**src/hw/fusion_config.svh**
```systemverilog
`ifndef FUSION_CONFIG_SVH
`define FUSION_CONFIG_SVH

// Acquisition boards and samples per board per kind
`define FUSION_NUM_BOARDS 2
`define FUSION_WINDOW 8

`define FUSION_HEADER_WORDS 4
`define FUSION_FRAME_WORDS (`FUSION_HEADER_WORDS + 2 * `FUSION_NUM_BOARDS * `FUSION_WINDOW)
`define FUSION_FRAME_TYPE 32'h1234abcd

// Clock period added to the nanosecond counter each cycle
`define FUSION_CLK_NS 8
`define FUSION_IRQ_CYCLES 256
`define FUSION_ADDR_W 13

// Index widths derived from the sizes above
`define FUSION_BOARD_W ((`FUSION_NUM_BOARDS > 1) ? $clog2(`FUSION_NUM_BOARDS) : 1)
`define FUSION_INDEX_W ((`FUSION_WINDOW > 1) ? $clog2(`FUSION_WINDOW) : 1)

`endif

```
**src/hw/fusion_pkg.sv**
```systemverilog
package fusion_pkg;

    // Frame controller states
    typedef enum logic [2:0] {
        IDLE,
        HEADER,
        TC,
        RTD,
        IRQ
    } frame_state_t;

    // Source of each output frame word
    typedef enum logic [2:0] {
        SRC_TYPE,
        SRC_SEQ,
        SRC_SEC,
        SRC_NSEC,
        SRC_TC,
        SRC_RTD
    } word_src_t;

endpackage

```
**src/hw/rtc_counter.sv**
```systemverilog
`timescale 1ns/1ns

`include "fusion_config.svh"

module rtc_counter (
    input  logic        clk,
    input  logic        resetn,
    output logic [31:0] sec,
    output logic [31:0] nsec
);

    localparam logic [31:0] STEP = 32'(`FUSION_CLK_NS);
    localparam logic [31:0] BILLION = 32'd1000000000;
    // Last value before the next step would reach one second
    localparam logic [31:0] NSEC_WRAP = BILLION - STEP;

    always_ff @(posedge clk) begin
        if (!resetn) begin
            sec  <= '0;
            nsec <= '0;
        end else if (nsec >= NSEC_WRAP) begin
            sec  <= sec + 32'd1;
            nsec <= '0;
        end else begin
            nsec <= nsec + STEP;
        end
    end

    nsec_in_range: assert property (
        @(posedge clk) disable iff (!resetn)
        nsec < BILLION
    );

endmodule

```
**src/hw/sample_buffer.sv**
```systemverilog
`timescale 1ns/1ns

`include "fusion_config.svh"

module sample_buffer (
    input  logic                       clk,
    input  logic                       resetn,
    input  logic                       sample_valid,
    output logic                       sample_ready,
    input  logic [`FUSION_BOARD_W-1:0] sample_board,
    input  logic [31:0]                sample_data,
    input  logic                       busy,
    input  logic                       rd_en,
    input  logic [`FUSION_BOARD_W-1:0] rd_board,
    input  logic [`FUSION_INDEX_W-1:0] rd_index,
    output logic [31:0]                rd_data,
    output logic                       all_full,
    input  logic                       clear
);

    localparam int BOARDS = `FUSION_NUM_BOARDS;
    localparam int WINDOW = `FUSION_WINDOW;
    localparam int DEPTH = BOARDS * WINDOW;
    localparam int MEM_W = (DEPTH > 1) ? $clog2(DEPTH) : 1;
    localparam int COUNT_W = $clog2(WINDOW + 1);
    localparam logic [COUNT_W-1:0] COUNT_FULL = COUNT_W'(WINDOW);

    logic [31:0]        mem [DEPTH];
    logic [COUNT_W-1:0] count [BOARDS];
    logic [BOARDS-1:0]  board_full;
    logic               accept;
    logic [MEM_W-1:0]   wr_addr;
    logic [MEM_W-1:0]   rd_addr;

    for (genvar b = 0; b < BOARDS; b++) begin : g_board
        assign board_full[b] = count[b] == COUNT_FULL;

        // Window never overruns between clears
        window_bound: assert property (
            @(posedge clk) disable iff (!resetn)
            count[b] <= COUNT_FULL
        );
    end

    assign all_full     = &board_full;
    assign sample_ready = !busy && !board_full[sample_board];
    assign accept       = sample_valid && sample_ready;

    // Board-major layout, one window per board
    assign wr_addr = MEM_W'(sample_board) * MEM_W'(WINDOW) + MEM_W'(count[sample_board]);
    assign rd_addr = MEM_W'(rd_board) * MEM_W'(WINDOW) + MEM_W'(rd_index);

    always_ff @(posedge clk) begin
        if (!resetn || clear) begin
            for (int i = 0; i < BOARDS; i++) begin
                count[i] <= '0;
            end
        end else if (accept) begin
            count[sample_board] <= count[sample_board] + 1'b1;
        end
    end

    always_ff @(posedge clk) begin
        if (accept) begin
            mem[wr_addr] <= sample_data;
        end
        if (rd_en) begin
            rd_data <= mem[rd_addr];
        end
    end

endmodule

```
**src/hw/frame_fsm.sv**
```systemverilog
`timescale 1ns/1ns

`include "fusion_config.svh"

module frame_fsm (
    input  logic                       clk,
    input  logic                       resetn,
    input  logic                       tc_full,
    input  logic                       rtd_full,
    output logic                       busy,
    output logic                       rd_en,
    output logic [`FUSION_BOARD_W-1:0] rd_board,
    output logic [`FUSION_INDEX_W-1:0] rd_index,
    output logic                       clear,
    output logic                       frame_start,
    output logic                       word_valid,
    output fusion_pkg::word_src_t      word_src,
    output logic [`FUSION_ADDR_W-1:0]  word_addr,
    output logic                       irq
);

    import fusion_pkg::*;

    localparam int ADDR_W = `FUSION_ADDR_W;
    localparam int BOARD_W = `FUSION_BOARD_W;
    localparam int INDEX_W = `FUSION_INDEX_W;
    localparam int IRQ_W = $clog2(`FUSION_IRQ_CYCLES + 1);
    localparam logic [ADDR_W-1:0] LAST_HEADER = ADDR_W'(`FUSION_HEADER_WORDS - 1);
    localparam logic [ADDR_W-1:0] FRAME_WORDS = ADDR_W'(`FUSION_FRAME_WORDS);
    localparam logic [ADDR_W-1:0] LAST_WORD = ADDR_W'(`FUSION_FRAME_WORDS - 1);
    localparam logic [BOARD_W-1:0] LAST_BOARD = BOARD_W'(`FUSION_NUM_BOARDS - 1);
    localparam logic [INDEX_W-1:0] LAST_INDEX = INDEX_W'(`FUSION_WINDOW - 1);
    localparam logic [IRQ_W-1:0] IRQ_LAST = IRQ_W'(`FUSION_IRQ_CYCLES - 1);

    frame_state_t        state;
    word_src_t           src_sel;
    logic [ADDR_W-1:0]   word_idx;
    logic                start;
    logic                window_end;
    logic                board_end;
    logic                last_write;
    logic [IRQ_W-1:0]    irq_cnt;

    assign start      = (state == IDLE || state == IRQ) && tc_full && rtd_full;
    assign busy       = state == HEADER || state == TC || state == RTD;
    assign rd_en      = state == TC || state == RTD;
    assign window_end = rd_index == LAST_INDEX;
    assign board_end  = rd_board == LAST_BOARD;
    // Windows are released with the last read
    assign clear      = state == RTD && board_end && window_end;

    always_comb begin
        case (state)
            HEADER: begin
                unique case (word_idx[1:0])
                    2'd0: src_sel = SRC_TYPE;
                    2'd1: src_sel = SRC_SEQ;
                    2'd2: src_sel = SRC_SEC;
                    2'd3: src_sel = SRC_NSEC;
                endcase
            end
            TC:      src_sel = SRC_TC;
            default: src_sel = SRC_RTD;
        endcase
    end

    always_ff @(posedge clk) begin
        if (!resetn) begin
            state    <= IDLE;
            word_idx <= '0;
            rd_board <= '0;
            rd_index <= '0;
        end else begin
            case (state)
                IDLE:    if (start) state <= HEADER;
                HEADER:  if (word_idx == LAST_HEADER) state <= TC;
                TC:      if (board_end && window_end) state <= RTD;
                RTD:     if (board_end && window_end) state <= IRQ;
                IRQ: begin
                    // Next frame may start while the interrupt is still up
                    if (start) begin
                        state <= HEADER;
                    end else if (irq && irq_cnt == '0) begin
                        state <= IDLE;
                    end
                end
                default: state <= IDLE;
            endcase
            if (start) begin
                word_idx <= '0;
            end else if (busy) begin
                word_idx <= word_idx + 1'b1;
            end
            if (rd_en) begin
                rd_index <= window_end ? '0 : rd_index + 1'b1;
                if (window_end) begin
                    rd_board <= board_end ? '0 : rd_board + 1'b1;
                end
            end
        end
    end

    // One cycle behind, in step with registered buffer reads
    always_ff @(posedge clk) begin
        if (!resetn) begin
            word_valid  <= 1'b0;
            frame_start <= 1'b0;
            last_write  <= 1'b0;
        end else begin
            word_valid  <= busy;
            frame_start <= start;
            last_write  <= word_valid && word_addr == LAST_WORD;
        end
    end

    always_ff @(posedge clk) begin
        word_src  <= src_sel;
        word_addr <= word_idx;
    end

    always_ff @(posedge clk) begin
        if (!resetn) begin
            irq     <= 1'b0;
            irq_cnt <= '0;
        end else if (last_write) begin
            irq     <= 1'b1;
            irq_cnt <= IRQ_LAST;
        end else if (irq_cnt != '0) begin
            irq_cnt <= irq_cnt - 1'b1;
        end else begin
            irq <= 1'b0;
        end
    end

    word_addr_in_frame: assert property (
        @(posedge clk) disable iff (!resetn)
        word_valid |-> word_addr < FRAME_WORDS
    );

endmodule

```
**src/hw/frame_assembler.sv**
```systemverilog
`timescale 1ns/1ns

`include "fusion_config.svh"

module frame_assembler (
    input  logic                      clk,
    input  logic                      resetn,
    input  logic                      frame_start,
    input  logic                      word_valid,
    input  fusion_pkg::word_src_t     word_src,
    input  logic [`FUSION_ADDR_W-1:0] word_addr,
    input  logic [31:0]               rtc_sec,
    input  logic [31:0]               rtc_nsec,
    input  logic [31:0]               tc_data,
    input  logic [31:0]               rtd_data,
    output logic                      out_en,
    output logic [3:0]                out_we,
    output logic [`FUSION_ADDR_W-1:0] out_addr,
    output logic [31:0]               out_din
);

    import fusion_pkg::*;

    logic [31:0] seq;
    logic [31:0] ts_sec;
    logic [31:0] ts_nsec;
    logic [31:0] word_data;

    // First frame goes out with sequence 1
    always_ff @(posedge clk) begin
        if (!resetn) begin
            seq <= '0;
        end else if (frame_start) begin
            seq <= seq + 32'd1;
        end
    end

    // Timestamp taken once per frame
    always_ff @(posedge clk) begin
        if (frame_start) begin
            ts_sec  <= rtc_sec;
            ts_nsec <= rtc_nsec;
        end
    end

    always_comb begin
        case (word_src)
            SRC_TYPE: word_data = `FUSION_FRAME_TYPE;
            SRC_SEQ:  word_data = seq;
            SRC_SEC:  word_data = ts_sec;
            SRC_NSEC: word_data = ts_nsec;
            SRC_TC:   word_data = tc_data;
            SRC_RTD:  word_data = rtd_data;
            default:  word_data = '0;
        endcase
    end

    always_ff @(posedge clk) begin
        if (!resetn) begin
            out_en <= 1'b0;
            out_we <= 4'h0;
        end else begin
            out_en <= word_valid;
            out_we <= {4{word_valid}};
        end
    end

    always_ff @(posedge clk) begin
        if (word_valid) begin
            out_addr <= word_addr;
            out_din  <= word_data;
        end
    end

endmodule

```
**src/hw/sensor_fusion_top.sv**
```systemverilog
`timescale 1ns/1ns

`include "fusion_config.svh"

module sensor_fusion_top (
    input  logic                       clk,
    input  logic                       resetn,
    input  logic                       tc_sample_valid,
    output logic                       tc_sample_ready,
    input  logic [`FUSION_BOARD_W-1:0] tc_sample_board,
    input  logic [31:0]                tc_sample_data,
    input  logic                       rtd_sample_valid,
    output logic                       rtd_sample_ready,
    input  logic [`FUSION_BOARD_W-1:0] rtd_sample_board,
    input  logic [31:0]                rtd_sample_data,
    output logic                       out_en,
    output logic [3:0]                 out_we,
    output logic [`FUSION_ADDR_W-1:0]  out_addr,
    output logic [31:0]                out_din,
    output logic                       irq
);

    import fusion_pkg::*;

    logic                       tc_full;
    logic                       rtd_full;
    logic                       busy;
    logic                       rd_en;
    logic [`FUSION_BOARD_W-1:0] rd_board;
    logic [`FUSION_INDEX_W-1:0] rd_index;
    logic [31:0]                tc_rd_data;
    logic [31:0]                rtd_rd_data;
    logic                       clear;
    logic                       frame_start;
    logic                       word_valid;
    word_src_t                  word_src;
    logic [`FUSION_ADDR_W-1:0]  word_addr;
    logic [31:0]                rtc_sec;
    logic [31:0]                rtc_nsec;

    rtc_counter rtc_counter_inst (
        .clk    (clk),
        .resetn (resetn),
        .sec    (rtc_sec),
        .nsec   (rtc_nsec)
    );

    // Thermocouple samples
    sample_buffer tc_buffer_inst (
        .clk          (clk),
        .resetn       (resetn),
        .sample_valid (tc_sample_valid),
        .sample_ready (tc_sample_ready),
        .sample_board (tc_sample_board),
        .sample_data  (tc_sample_data),
        .busy         (busy),
        .rd_en        (rd_en),
        .rd_board     (rd_board),
        .rd_index     (rd_index),
        .rd_data      (tc_rd_data),
        .all_full     (tc_full),
        .clear        (clear)
    );

    // RTD samples
    sample_buffer rtd_buffer_inst (
        .clk          (clk),
        .resetn       (resetn),
        .sample_valid (rtd_sample_valid),
        .sample_ready (rtd_sample_ready),
        .sample_board (rtd_sample_board),
        .sample_data  (rtd_sample_data),
        .busy         (busy),
        .rd_en        (rd_en),
        .rd_board     (rd_board),
        .rd_index     (rd_index),
        .rd_data      (rtd_rd_data),
        .all_full     (rtd_full),
        .clear        (clear)
    );

    frame_fsm frame_fsm_inst (
        .clk         (clk),
        .resetn      (resetn),
        .tc_full     (tc_full),
        .rtd_full    (rtd_full),
        .busy        (busy),
        .rd_en       (rd_en),
        .rd_board    (rd_board),
        .rd_index    (rd_index),
        .clear       (clear),
        .frame_start (frame_start),
        .word_valid  (word_valid),
        .word_src    (word_src),
        .word_addr   (word_addr),
        .irq         (irq)
    );

    frame_assembler frame_assembler_inst (
        .clk         (clk),
        .resetn      (resetn),
        .frame_start (frame_start),
        .word_valid  (word_valid),
        .word_src    (word_src),
        .word_addr   (word_addr),
        .rtc_sec     (rtc_sec),
        .rtc_nsec    (rtc_nsec),
        .tc_data     (tc_rd_data),
        .rtd_data    (rtd_rd_data),
        .out_en      (out_en),
        .out_we      (out_we),
        .out_addr    (out_addr),
        .out_din     (out_din)
    );

endmodule

```
**config.mk**
```make
export PLATFORM = sky130hd
export DESIGN_NAME = sensor_fusion_top
export DESIGN_NICKNAME = d
export VERILOG_FILES = /design/src/hw/fusion_pkg.sv /design/src/hw/rtc_counter.sv /design/src/hw/sample_buffer.sv /design/src/hw/frame_fsm.sv /design/src/hw/frame_assembler.sv /design/src/hw/sensor_fusion_top.sv
export VERILOG_INCLUDE_DIRS = /design/src /design/src/hw
export SDC_FILE = /design/constraint.sdc
export NUM_CORES = 1
export LEC_CHECK = 0
export ABC_AREA = 1
export BUFFER_PORTS_ARGS = -buffer_cell sky130_fd_sc_hd__buf_2
export CAP_MARGIN = 5
export CELL_PAD_IN_SITES_DETAIL_PLACEMENT = 1
export CELL_PAD_IN_SITES_GLOBAL_PLACEMENT = 1
export CORE_MARGIN = 1
export CORE_UTILIZATION = 50
export DETAILED_ROUTE_END_ITERATION = 10
export PLACE_DENSITY_LB_ADDON = 0.1
export SLEW_MARGIN = 20
export SYNTH_ARGS = -nofsm -noshare
export SYNTH_HDL_FRONTEND = slang
export SYNTH_SLANG_ARGS = --single-unit
```
**constraint.sdc**
```tcl
create_clock -name clk -period 6.35 [get_ports clk]
set_input_delay 0.9525 -clock clk [delete_from_list [all_inputs] [get_ports clk]]
set_output_delay 0.9525 -clock clk [all_outputs]
set_load 0.01 [all_outputs]
```
* Word level (Yosys, flattened, before mapping)
Memories as Yosys holds them, arrays and structs flattened. A register that Yosys moved wholly into a read port is not among the register bits.
Index checks and enable logic that the tools add are counted.
** Operators by class
- Reduce and logical (&&, ||, !) cells :: 35
- Magnitude comparators :: 3
- Add/sub/neg operators :: 12
- Equal/unequal tests :: 25
- Bitwise logic cells :: 1
- Muxes and demuxes :: 36
** Operators by type and width (number)
- 32-bit case mux with 6 select lines :: 1
- 32-bit by 1-bit adder with 32-bit output, second input constant :: 2
- 32-bit by 4-bit adder with 32-bit output, second input constant :: 1
- 32-bit by 30-bit >= comparator with 1-bit output, second input constant :: 1
- 1-bit 2-to-1 mux :: 21
- 3-bit 2-to-1 mux :: 7
- 4-bit == test, second input constant :: 4
- 8-bit 2-to-1 mux :: 2
- 3-bit case mux with 5 select lines :: 1
- 13-bit by 1-bit adder with 13-bit output, second input constant :: 1
- 13-bit by 2-bit == test with 1-bit output, second input constant :: 1
- 13-bit by 6-bit == test with 1-bit output, second input constant :: 1
- 3-bit by 2-bit == test with 1-bit output, second input constant :: 4
- 3-bit == test, second input constant :: 4
- 3-bit case mux with 4 select lines :: 1
- 1-bit logical AND :: 11
- 9-bit logical NOT :: 1
- 9-bit nonzero test :: 1
- 9-bit by 1-bit subtractor with 9-bit output, second input constant :: 1
- 4-bit by 1-bit adder with 4-bit output, second input constant :: 2
- 4-bit adder :: 2
- 4-bit 2-to-1 mux :: 2
- 4-bit OR reduction :: 2
- 3-bit by 1-bit == test with 1-bit output, second input constant :: 2
- other kinds (19) :: 36
** Word-level totals
- Logic and storage cells :: 137
- Bits in writable memories :: 1040
- Output and inout port bits :: 53
- Register bits :: 256
- Bits of input ports :: 70
- Memories kept :: 4
** Memories
- rtd_buffer_inst.mem :: depth 16, width 32, read ports 1, clocked after Yosys merged registers in 1, wr ports 1, line sample_buffer.sv:28 : logic [31:0] mem [DEPTH];
- tc_buffer_inst.mem :: depth 16, width 32, read ports 1, clocked after Yosys merged registers in 1, wr ports 1, line sample_buffer.sv:28
- rtd_buffer_inst.count :: depth 2, width 4, read ports 3, clocked after Yosys merged registers in 0, wr ports 2, line sample_buffer.sv:29 : logic [COUNT_W-1:0] count [BOARDS];
- tc_buffer_inst.count :: depth 2, width 4, read ports 3, clocked after Yosys merged registers in 0, wr ports 2, line sample_buffer.sv:29

* Logic depth before layout (Yosys ltp)
Gate-level depths: netlist of the first run.
An unclocked memory read counts as a cell.
- Word-level depth :: 12
- Depth in mapped cells :: 12
- Depth with buffers taken out :: 12

* Cells and area by module
Synthesis of the first run repeated with hierarchy kept, for this count alone.
** Second synthesis, totals
- Cells, all modules :: 4989
- Area total of the unflattened synthesis :: 57292.4 um^2
** Modules (own cells, without submodules)
- sample_buffer (rtd_buffer_inst) :: instances 1, cells each 1736, seq. area each 16575.9 um^2, area each 22650.5 um^2
- sample_buffer (tc_buffer_inst) :: instances 1, cells each 1736, seq. area each 16575.9 um^2, area each 22531.6 um^2
- frame_assembler :: instances 1, cells each 585, seq. area each 3933.8 um^2, area each 5968.2 um^2
- rtc_counter :: instances 1, cells each 672, seq. area each 1221.2 um^2, area each 4081.4 um^2
- frame_fsm :: instances 1, cells each 260, seq. area each 980.9 um^2, area each 2060.7 um^2

* Worst setup path before layout of the first run
OpenSTA, ideal clock, no wires.
- Kind :: input to register
- Start point :: input rtd_sample_board
- End point :: memory rtd_buffer_inst.mem[13][0] (enable)
- Path buffers :: 1
- Slack :: 2.693 ns
- Data required time :: 5.929 ns
- Arrival :: 3.236 ns
- Library setup time :: 0.421 ns
- Cell stages on the path :: 8
- Path through :: clkbuf_2 -> inv_2 -> or2_2 -> o21a_1 -> inv_1 -> ha_1 -> nand2_1 -> nor2_1
** Between the ends
- Longest elaborated chain between the ends :: 7
- Elaborated cells between the ends (all ways) :: 9
- Classes of those cells :: add/sub: 1; mux: 4; reduce/logical: 3; memory: 1
** RTL lines
- start: declaration :: line sensor_fusion_top.sv:14 : input logic [`FUSION_BOARD_W-1:0] rtd_sample_board,
- parallel branches: the longest is 7 deep, another holds memory 2 x 4 bit
- end: declaration :: line sample_buffer.sv:28
Parallel ways; which one is timed is not known. The select of a mux whose other input is x is not followed.

* Worst setup path in the final report of the first run
- Start point :: register frame_fsm_inst.rd_index[0]
- End point :: register rtd_buffer_inst.rd_data[9], read port of rtd_buffer_inst.mem (data pin)
** Between the ends
- Longest elaborated chain between the ends :: 1
** RTL lines
- start: declaration :: line frame_fsm.sv:13 : output logic [`FUSION_INDEX_W-1:0] rd_index,
- start signal: assignment :: line frame_fsm.sv:95 : rd_index <= window_end ? '0 : rd_index + 1'b1;
- 4-bit by 3-bit adder with 4-bit output :: line sample_buffer.sv:51 : assign rd_addr = MEM_W'(rd_board) * MEM_W'(WINDOW) + MEM_W'(rd_index);
- end: declaration :: line sample_buffer.sv:16 : output logic [31:0] rd_data,
No other way between the ends.
A chain may end at the register's enable or synchronous reset.

==> results of run 1 <==
-- layer usage --
| metal | wire length [um] | global-route usage [%] |
|---|---|---|
| met5 | 108 | 0 |
| met4 | 4951 | 9.893 |
| met3 | 11630 | 6.355 |
| met2 | 72730 | 44.29 |
| met1 | 67270 | 38.53 |
-- cells by family after synthesis --
kind of cell / count (synthesis) / share of synthesized area [%]
fa+ha+maj: 19 / 0.4333
mux: 130 / 2.372
buf+inv: 464 / 3.631
compound gates: 853 / 9.592
xor+xnor: 52 / 0.8301
simple gates: 1540 / 11.69
flops: 1353 / 71.45
other cells: 1 / 0.006835
-- where the power goes --
part	leakage (nW)	total, mW	internal, mW	switching, mW
Clock	2.20	8.16	4.70	3.46
Sequential	12.1	9.94	9.86	0.0802
Combinational	5.36	0.633	0.159	0.474
Total	19.7	18.7	14.7	4.02
-- state kept, by name, summed over array words and instances, names as in the netlist, 29 cells and up --
signal and cells:
frame_assembler_inst.out_din 32, rtd_buffer_inst.rd_data 32, tc_buffer_inst.rd_data 32, frame_assembler_inst.seq 32, frame_assembler_inst.ts_nsec 29, tc_buffer_inst.mem 512
rtd_buffer_inst.mem 512, rtc_counter_inst.nsec 29, frame_assembler_inst.ts_sec 32, rtc_counter_inst.sec 32
-- cells in the mapped netlist (42+ instances only) --
| cell | instances | area, um^2 |
|---|---|---|
| edfxtp_1 | 1210 | 36330 |
| nor2_1 | 792 | 2973 |
| nand2_1 | 447 | 1678 |
| o21ai_0 | 390 | 1952 |
| inv_1 | 181 | 679.4 |
| o211ai_1 | 179 | 1344 |
| dfxtp_1 | 143 | 2863 |
| nand3_1 | 133 | 665.6 |
| mux2i_1 | 130 | 1301 |
| clkbuf_1 | 128 | 480.5 |
| o221ai_1 | 79 | 691.9 |
| nand4_1 | 61 | 381.6 |
| buf_2 | 60 | 300.3 |
| o22ai_1 | 51 | 319.1 |
| o21ai_1 | 49 | 245.2 |
| a21oi_1 | 42 | 210.2 |
-- final cells by class --
cell class	instances	area share (%)
Multi-Input combinational cell	2596	22.68
Antenna cell	8	0.03258
Sequential cell	1353	63.84
Clock inverter	71	1.045
Clock buffer	191	6.354
Inverter	221	1.367
Timing Repair Buffer	181	1.802
Tap cell	1414	2.880
-- through the flow --
stage	util [%]	instance area (um^2)	hold WS (ns)	cells
2_1_floorplan	-	54870	0.3646	4413
5_1_grt	56.43	61430	0.4146	6030
3_5_place_dp	52.24	56870	0.3916	5765
6_report	56.44	61440	0.3971	6035
4_1_cts	56.42	61410	0.3999	6027
3_3_place_gp	52.24	56870	0.3938	5765
-- worst max-delay path by stage --
stage | end | slack (ns) | cells after the start
global route | rtd_buffer_inst.rd_data[16] | 2.55 | 6
global placement | tc_buffer_inst.mem[3][26] | 2.82 | 7
finish | rtd_buffer_inst.rd_data[9] | 2.71 | 6
detailed placement | tc_buffer_inst.mem[7][23] | 2.70 | 7
CTS | rtd_buffer_inst.rd_data[9] | 2.78 | 6
floorplan | rtd_buffer_inst.mem[13][0] | 2.69 | 8
==> results.sh, run 1 <==
export IMPL_final_common_cell="edfxtp_1"
export IMPL_hold_depth=0
export IMPL_crit_path_start="frame_fsm_inst.rd_index[0]"
export IMPL_routabilityCongestion=0.8896
export IMPL_rr_endpoint="rtd_buffer_inst.rd_data[9]"
export IMPL_p_per_area_nw_per_um2=304.9
export IMPL_rows=121
export IMPL_skew_ns=0.02515
export IMPL_vias_per_cell=5.930
export IMPL_syn2layout_area_growth_pct=11.99
export IMPL_path_buf_inv=2
export IMPL_cts_hold_buf=0
export IMPL_drt_pass1_iterations=5
export IMPL_crit_top_cell="buf_4"
export IMPL_fin_total_pwr_mw=18.73
export IMPL_timing_final_ws_setup_ns=2.707
export IMPL_max_cap_violations=0
export IMPL_slew_violations=0
export IMPL_reg2reg_from="frame_fsm_inst.rd_index[0]"
export IMPL_register_area_um2=39220
export IMPL_grt_max_degree=145
export IMPL_min_period_ns=3.643
export IMPL_clk_latency_ns=0.76
export IMPL_drc_errors=0
export IMPL_cts_buffer_depth=3
export IMPL_postRouteAntennaNets=0
export IMPL_worstHoldEndpoint="frame_fsm_inst.word_addr[9]"
export IMPL_dieHeight_um=333.2
export IMPL_cts_setup_buffers=0
export IMPL_grt_pass1_vias=36677
export IMPL_mostFrequentLayoutCells="1210 x edfxtp_1, 759 x nor2_1, 446 x nand2_1"
export IMPL_hp_start="frame_fsm_inst.word_idx[9]"
export IMPL_start_util_pct=50.40
export IMPL_hp_class="reg2reg"
export IMPL_fin_nets=4586
export IMPL_r2r_cells=6
export IMPL_multi_input_area_um2=13940
export IMPL_syn_area_per_cell_um2=12.43
export IMPL_path_cells="buf_4, buf_4, mux2i_1, o22ai_1, o211ai_1, nand2_1"
export IMPL_gr_total_overflow=0
export IMPL_cp_top_family="buffers and inverters"
export IMPL_vias=35788
export IMPL_crit_path_max_fanout=86
export IMPL_fmax_mhz=274.5
export IMPL_max_slew_margin_pct=28.02
export IMPL_endpoint_kind="flip-flop"
export IMPL_rsz0062_at_grt="false"
export IMPL_drt_total_wl_mm=156.7
export IMPL_die_x_um=333.2
export IMPL_ys_types=54
export IMPL_start_kind="flip-flop"
export IMPL_setup_violations=0
export IMPL_crit_type="reg2reg"
export IMPL_n_fill_cell=10847
export IMPL_tns_ns=0
export IMPL_ys_flop_type="edfxtp_1"
export IMPL_synth_seq_cells=1353
export IMPL_io_pins=123
export IMPL_numClockSinks=1353
export IMPL_netlist_instances=4412
export IMPL_status="finished, final reports clean"
export IMPL_cts_tree="yes"
export IMPL_leakage_nw=19.68
export IMPL_numPortBuffers=122
export IMPL_max_stage_delay_ns=0.93
export IMPL_ir_drop_mv=0.2296
export IMPL_clkSlewWorstSetupHoldPaths_ns=0.06
export IMPL_crit_slowest_cell="dfxtp_4"
export IMPL_grt_pass1_wl_mm=232.1
export IMPL_async_reset_ff_share_pct=0
export IMPL_drtIter0Drc=3309
export IMPL_route_detailed_wl_per_inst_um=25.96
export IMPL_crit_required_ns=6.85
export IMPL_r2r_slack_ns=2.71
export IMPL_dp_hpwl_mm=92.90
export IMPL_cts_resized=0
export IMPL_coreArea_um2=108900
export IMPL_root_buffer="clkbuf_16"
export IMPL_seq_area_frac_synth_pct=71.45
export IMPL_tightest_slew_ns=1.080
export IMPL_antenna_found_initial=21
export IMPL_yosys_warnings=0
export IMPL_grtUsageTotal_pct=28.14
export IMPL_pre_cts_ws_ns=2.701
export IMPL_netlist_area_um2=54860
export IMPL_cp_data_arrival_time_ns=4.15
export IMPL_cts_htree_levels=4
export IMPL_layout_drive_gt1_share_pct=10.60
export IMPL_finalCritPeriodShare_pct=57.37
export IMPL_dieArea_um2=111100
export IMPL_numCtsBuffers=144
export IMPL_synth_edf_count=1210
export IMPL_finalHoldViolations=0
No activity file was read; power rests on OpenSTA's default activity.
==> inputs of run 2 (changes only) <==
CORE_UTILIZATION = 47   (was 50)
clock period = 3.2 ns   (was 6.35 ns; I/O delays follow)
==> run 2 against run 1 <==
Sequential power up 98%. Cell area up 1.2%. Flip-flop and latch count unchanged. Wire length down 1.5%. Global-route usage down 2.0 points. Highest routed layer unchanged.
==> results.sh, run 2 (same netlist as run 1, synthesis figures left out) <==
export IMPL_r2r_cells=9
export IMPL_post_route_util_pct=54.07
export IMPL_dieArea_um2=118100
export IMPL_crit_path_max_fanout=5
export IMPL_cts_setup_buffers=0
export IMPL_cts_htree_levels=4
export IMPL_max_stage_delay_ns=0.61
export IMPL_multi_input_area_um2=13940
export IMPL_pre_cts_ws_ns=0.4677
export IMPL_numClockSinks=1353
export IMPL_grt_pass1_wl_mm=230.1
export IMPL_fin_total_pwr_mw=37.16
export IMPL_ir_drop_mv=0.5285
export IMPL_layout_drive_gt1_share_pct=11.16
export IMPL_r2r_slack_ns=0.43
export IMPL_final_common_cell="edfxtp_1"
export IMPL_io_pins=123
export IMPL_clk_latency_ns=0.77
export IMPL_cts_buffer_depth=3
export IMPL_final_area_um2=62160
export IMPL_max_slew_margin_pct=28.76
export IMPL_skew_ns=0.03033
export IMPL_numCtsBuffers=143
export IMPL_n_fill_cell=11436
export IMPL_vias_per_cell=5.786
export IMPL_register_area_um2=39220
export IMPL_dp_cells=5887
export IMPL_crit_slowest_cell="nor2_1"
export IMPL_mostFrequentLayoutCells="1210 x edfxtp_1, 759 x nor2_1, 446 x nand2_1"
export IMPL_route_detailed_wl_per_inst_um=25.11
export IMPL_crit_type="reg2reg"
export IMPL_gr_total_overflow=0
export IMPL_setup_violations=0
export IMPL_slew_violations=0
export IMPL_cts_hold_buf=0
export IMPL_tns_ns=0
export IMPL_postRouteAntennaNets=0
export IMPL_die_x_um=343.7
export IMPL_rows=124
export IMPL_layoutNonFillerInstCount=6150
export IMPL_cts_resized=0
export IMPL_grtUsageTotal_pct=26.12
export IMPL_max_cap_violations=0
export IMPL_status="finished, final reports clean"
export IMPL_placed_area_um2=57580
export IMPL_antenna_found_initial=18
export IMPL_drc_errors=0
export IMPL_fmax_mhz=360.6
export IMPL_tightest_slew_ns=1.067
export IMPL_timing_final_ws_setup_ns=0.4267
export IMPL_worst_hold_slack_ns=0.09370
export IMPL_start_kind="flip-flop"
export IMPL_cp_data_arrival_time_ns=3.22
export IMPL_vias=35584
export IMPL_hold_depth=1
export IMPL_drt_pass1_iterations=5
export IMPL_start_util_pct=47.72
export IMPL_grt_max_degree=182
export IMPL_drtIter0Drc=3199
export IMPL_largestRegisters="rtd_buffer_inst.mem: 512 flops, tc_buffer_inst.mem: 512 flops"
export IMPL_numPortBuffers=122
export IMPL_crit_required_ns=3.65
export IMPL_fin_nets=4609
export IMPL_clkSlewWorstSetupHoldPaths_ns=0.06
export IMPL_path_cells="ha_1, ha_1, nand2_1, nor2_1, nor2_1, inv_1, nor2_1, nand2_1, nand2_1"
export IMPL_coreArea_um2=115000
export IMPL_min_period_ns=2.773
export IMPL_routabilityCongestion=0.8830
export IMPL_endpoint_kind="flip-flop"
export IMPL_dp_hpwl_mm=93.50
export IMPL_drt_total_wl_mm=154.4
export IMPL_cts_tree="yes"
export IMPL_grt_pass1_vias=36121
export IMPL_syn2layout_area_growth_pct=13.30
export IMPL_rsz0062_at_grt="false"
export IMPL_finalHoldViolations=0
export IMPL_p_per_area_nw_per_um2=597.9
export IMPL_root_buffer="clkbuf_16"
export IMPL_dieHeight_um=343.7
export IMPL_leakage_nw=19.92
export IMPL_finalCritPeriodShare_pct=86.67
export IMPL_hp_class="in2reg"
[run 2: cell count changes in the layout (fill, tap and decap cells not counted), moves of 3 or more]
cell,before,now
buf_4,54,46
buf_12,4,37
inv_6,8,1
clkbuf_1,38,30
clkinv_2,16,22
clkinv_8,5,10
clkbuf_16,147,144
diode_2,8,5
[run 2: area by class of cell]
cell class              instances  share of cell area [%]
multi-input cells            2596                   22.42
clock inverters                78                   1.228
diodes                          5                 0.02013
clock buffers                 180                   6.111
repair buffers                205                   2.730
inverters                     221                   1.351
well taps                    1512                   3.044
flip-flops and latches       1353                   63.10
[run 2: worst paths after layout]
kind / from / endpoint
max: frame_fsm_inst.rd_index[1] / rtd_buffer_inst.count[1][2]
min: rtd_sample_data[31] / rtd_buffer_inst.mem[4][31]
max reg2reg: frame_fsm_inst.rd_index[1] / rtd_buffer_inst.count[1][2]
min reg2reg: frame_fsm_inst.word_idx[2] / frame_fsm_inst.word_addr[2]
[run 2: worst max-delay path, delay by kind of cell, from the launching register on]
kind	cells	cell delay, ns
fa+ha+maj	2	0.39
buf+inv	1	0.32
flops	1	0.38
simple gates	6	1.36
[run 2: routing by layer]
layer	global-route usage, %	share of wire, %	up-vias
li1	-	-	16196
met1	37.54	46	18216
met2	41.57	47	962
met3	3.874	5.5	200
met4	7.028	2.0	10
met5	0	0.040	-
[run 2: power by group]
part           switching (mW)  leakage [nW]  internal (mW)
clock                    7.01          2.21           9.14
combinational           0.960          5.58          0.340
sequential              0.156          12.1           19.6
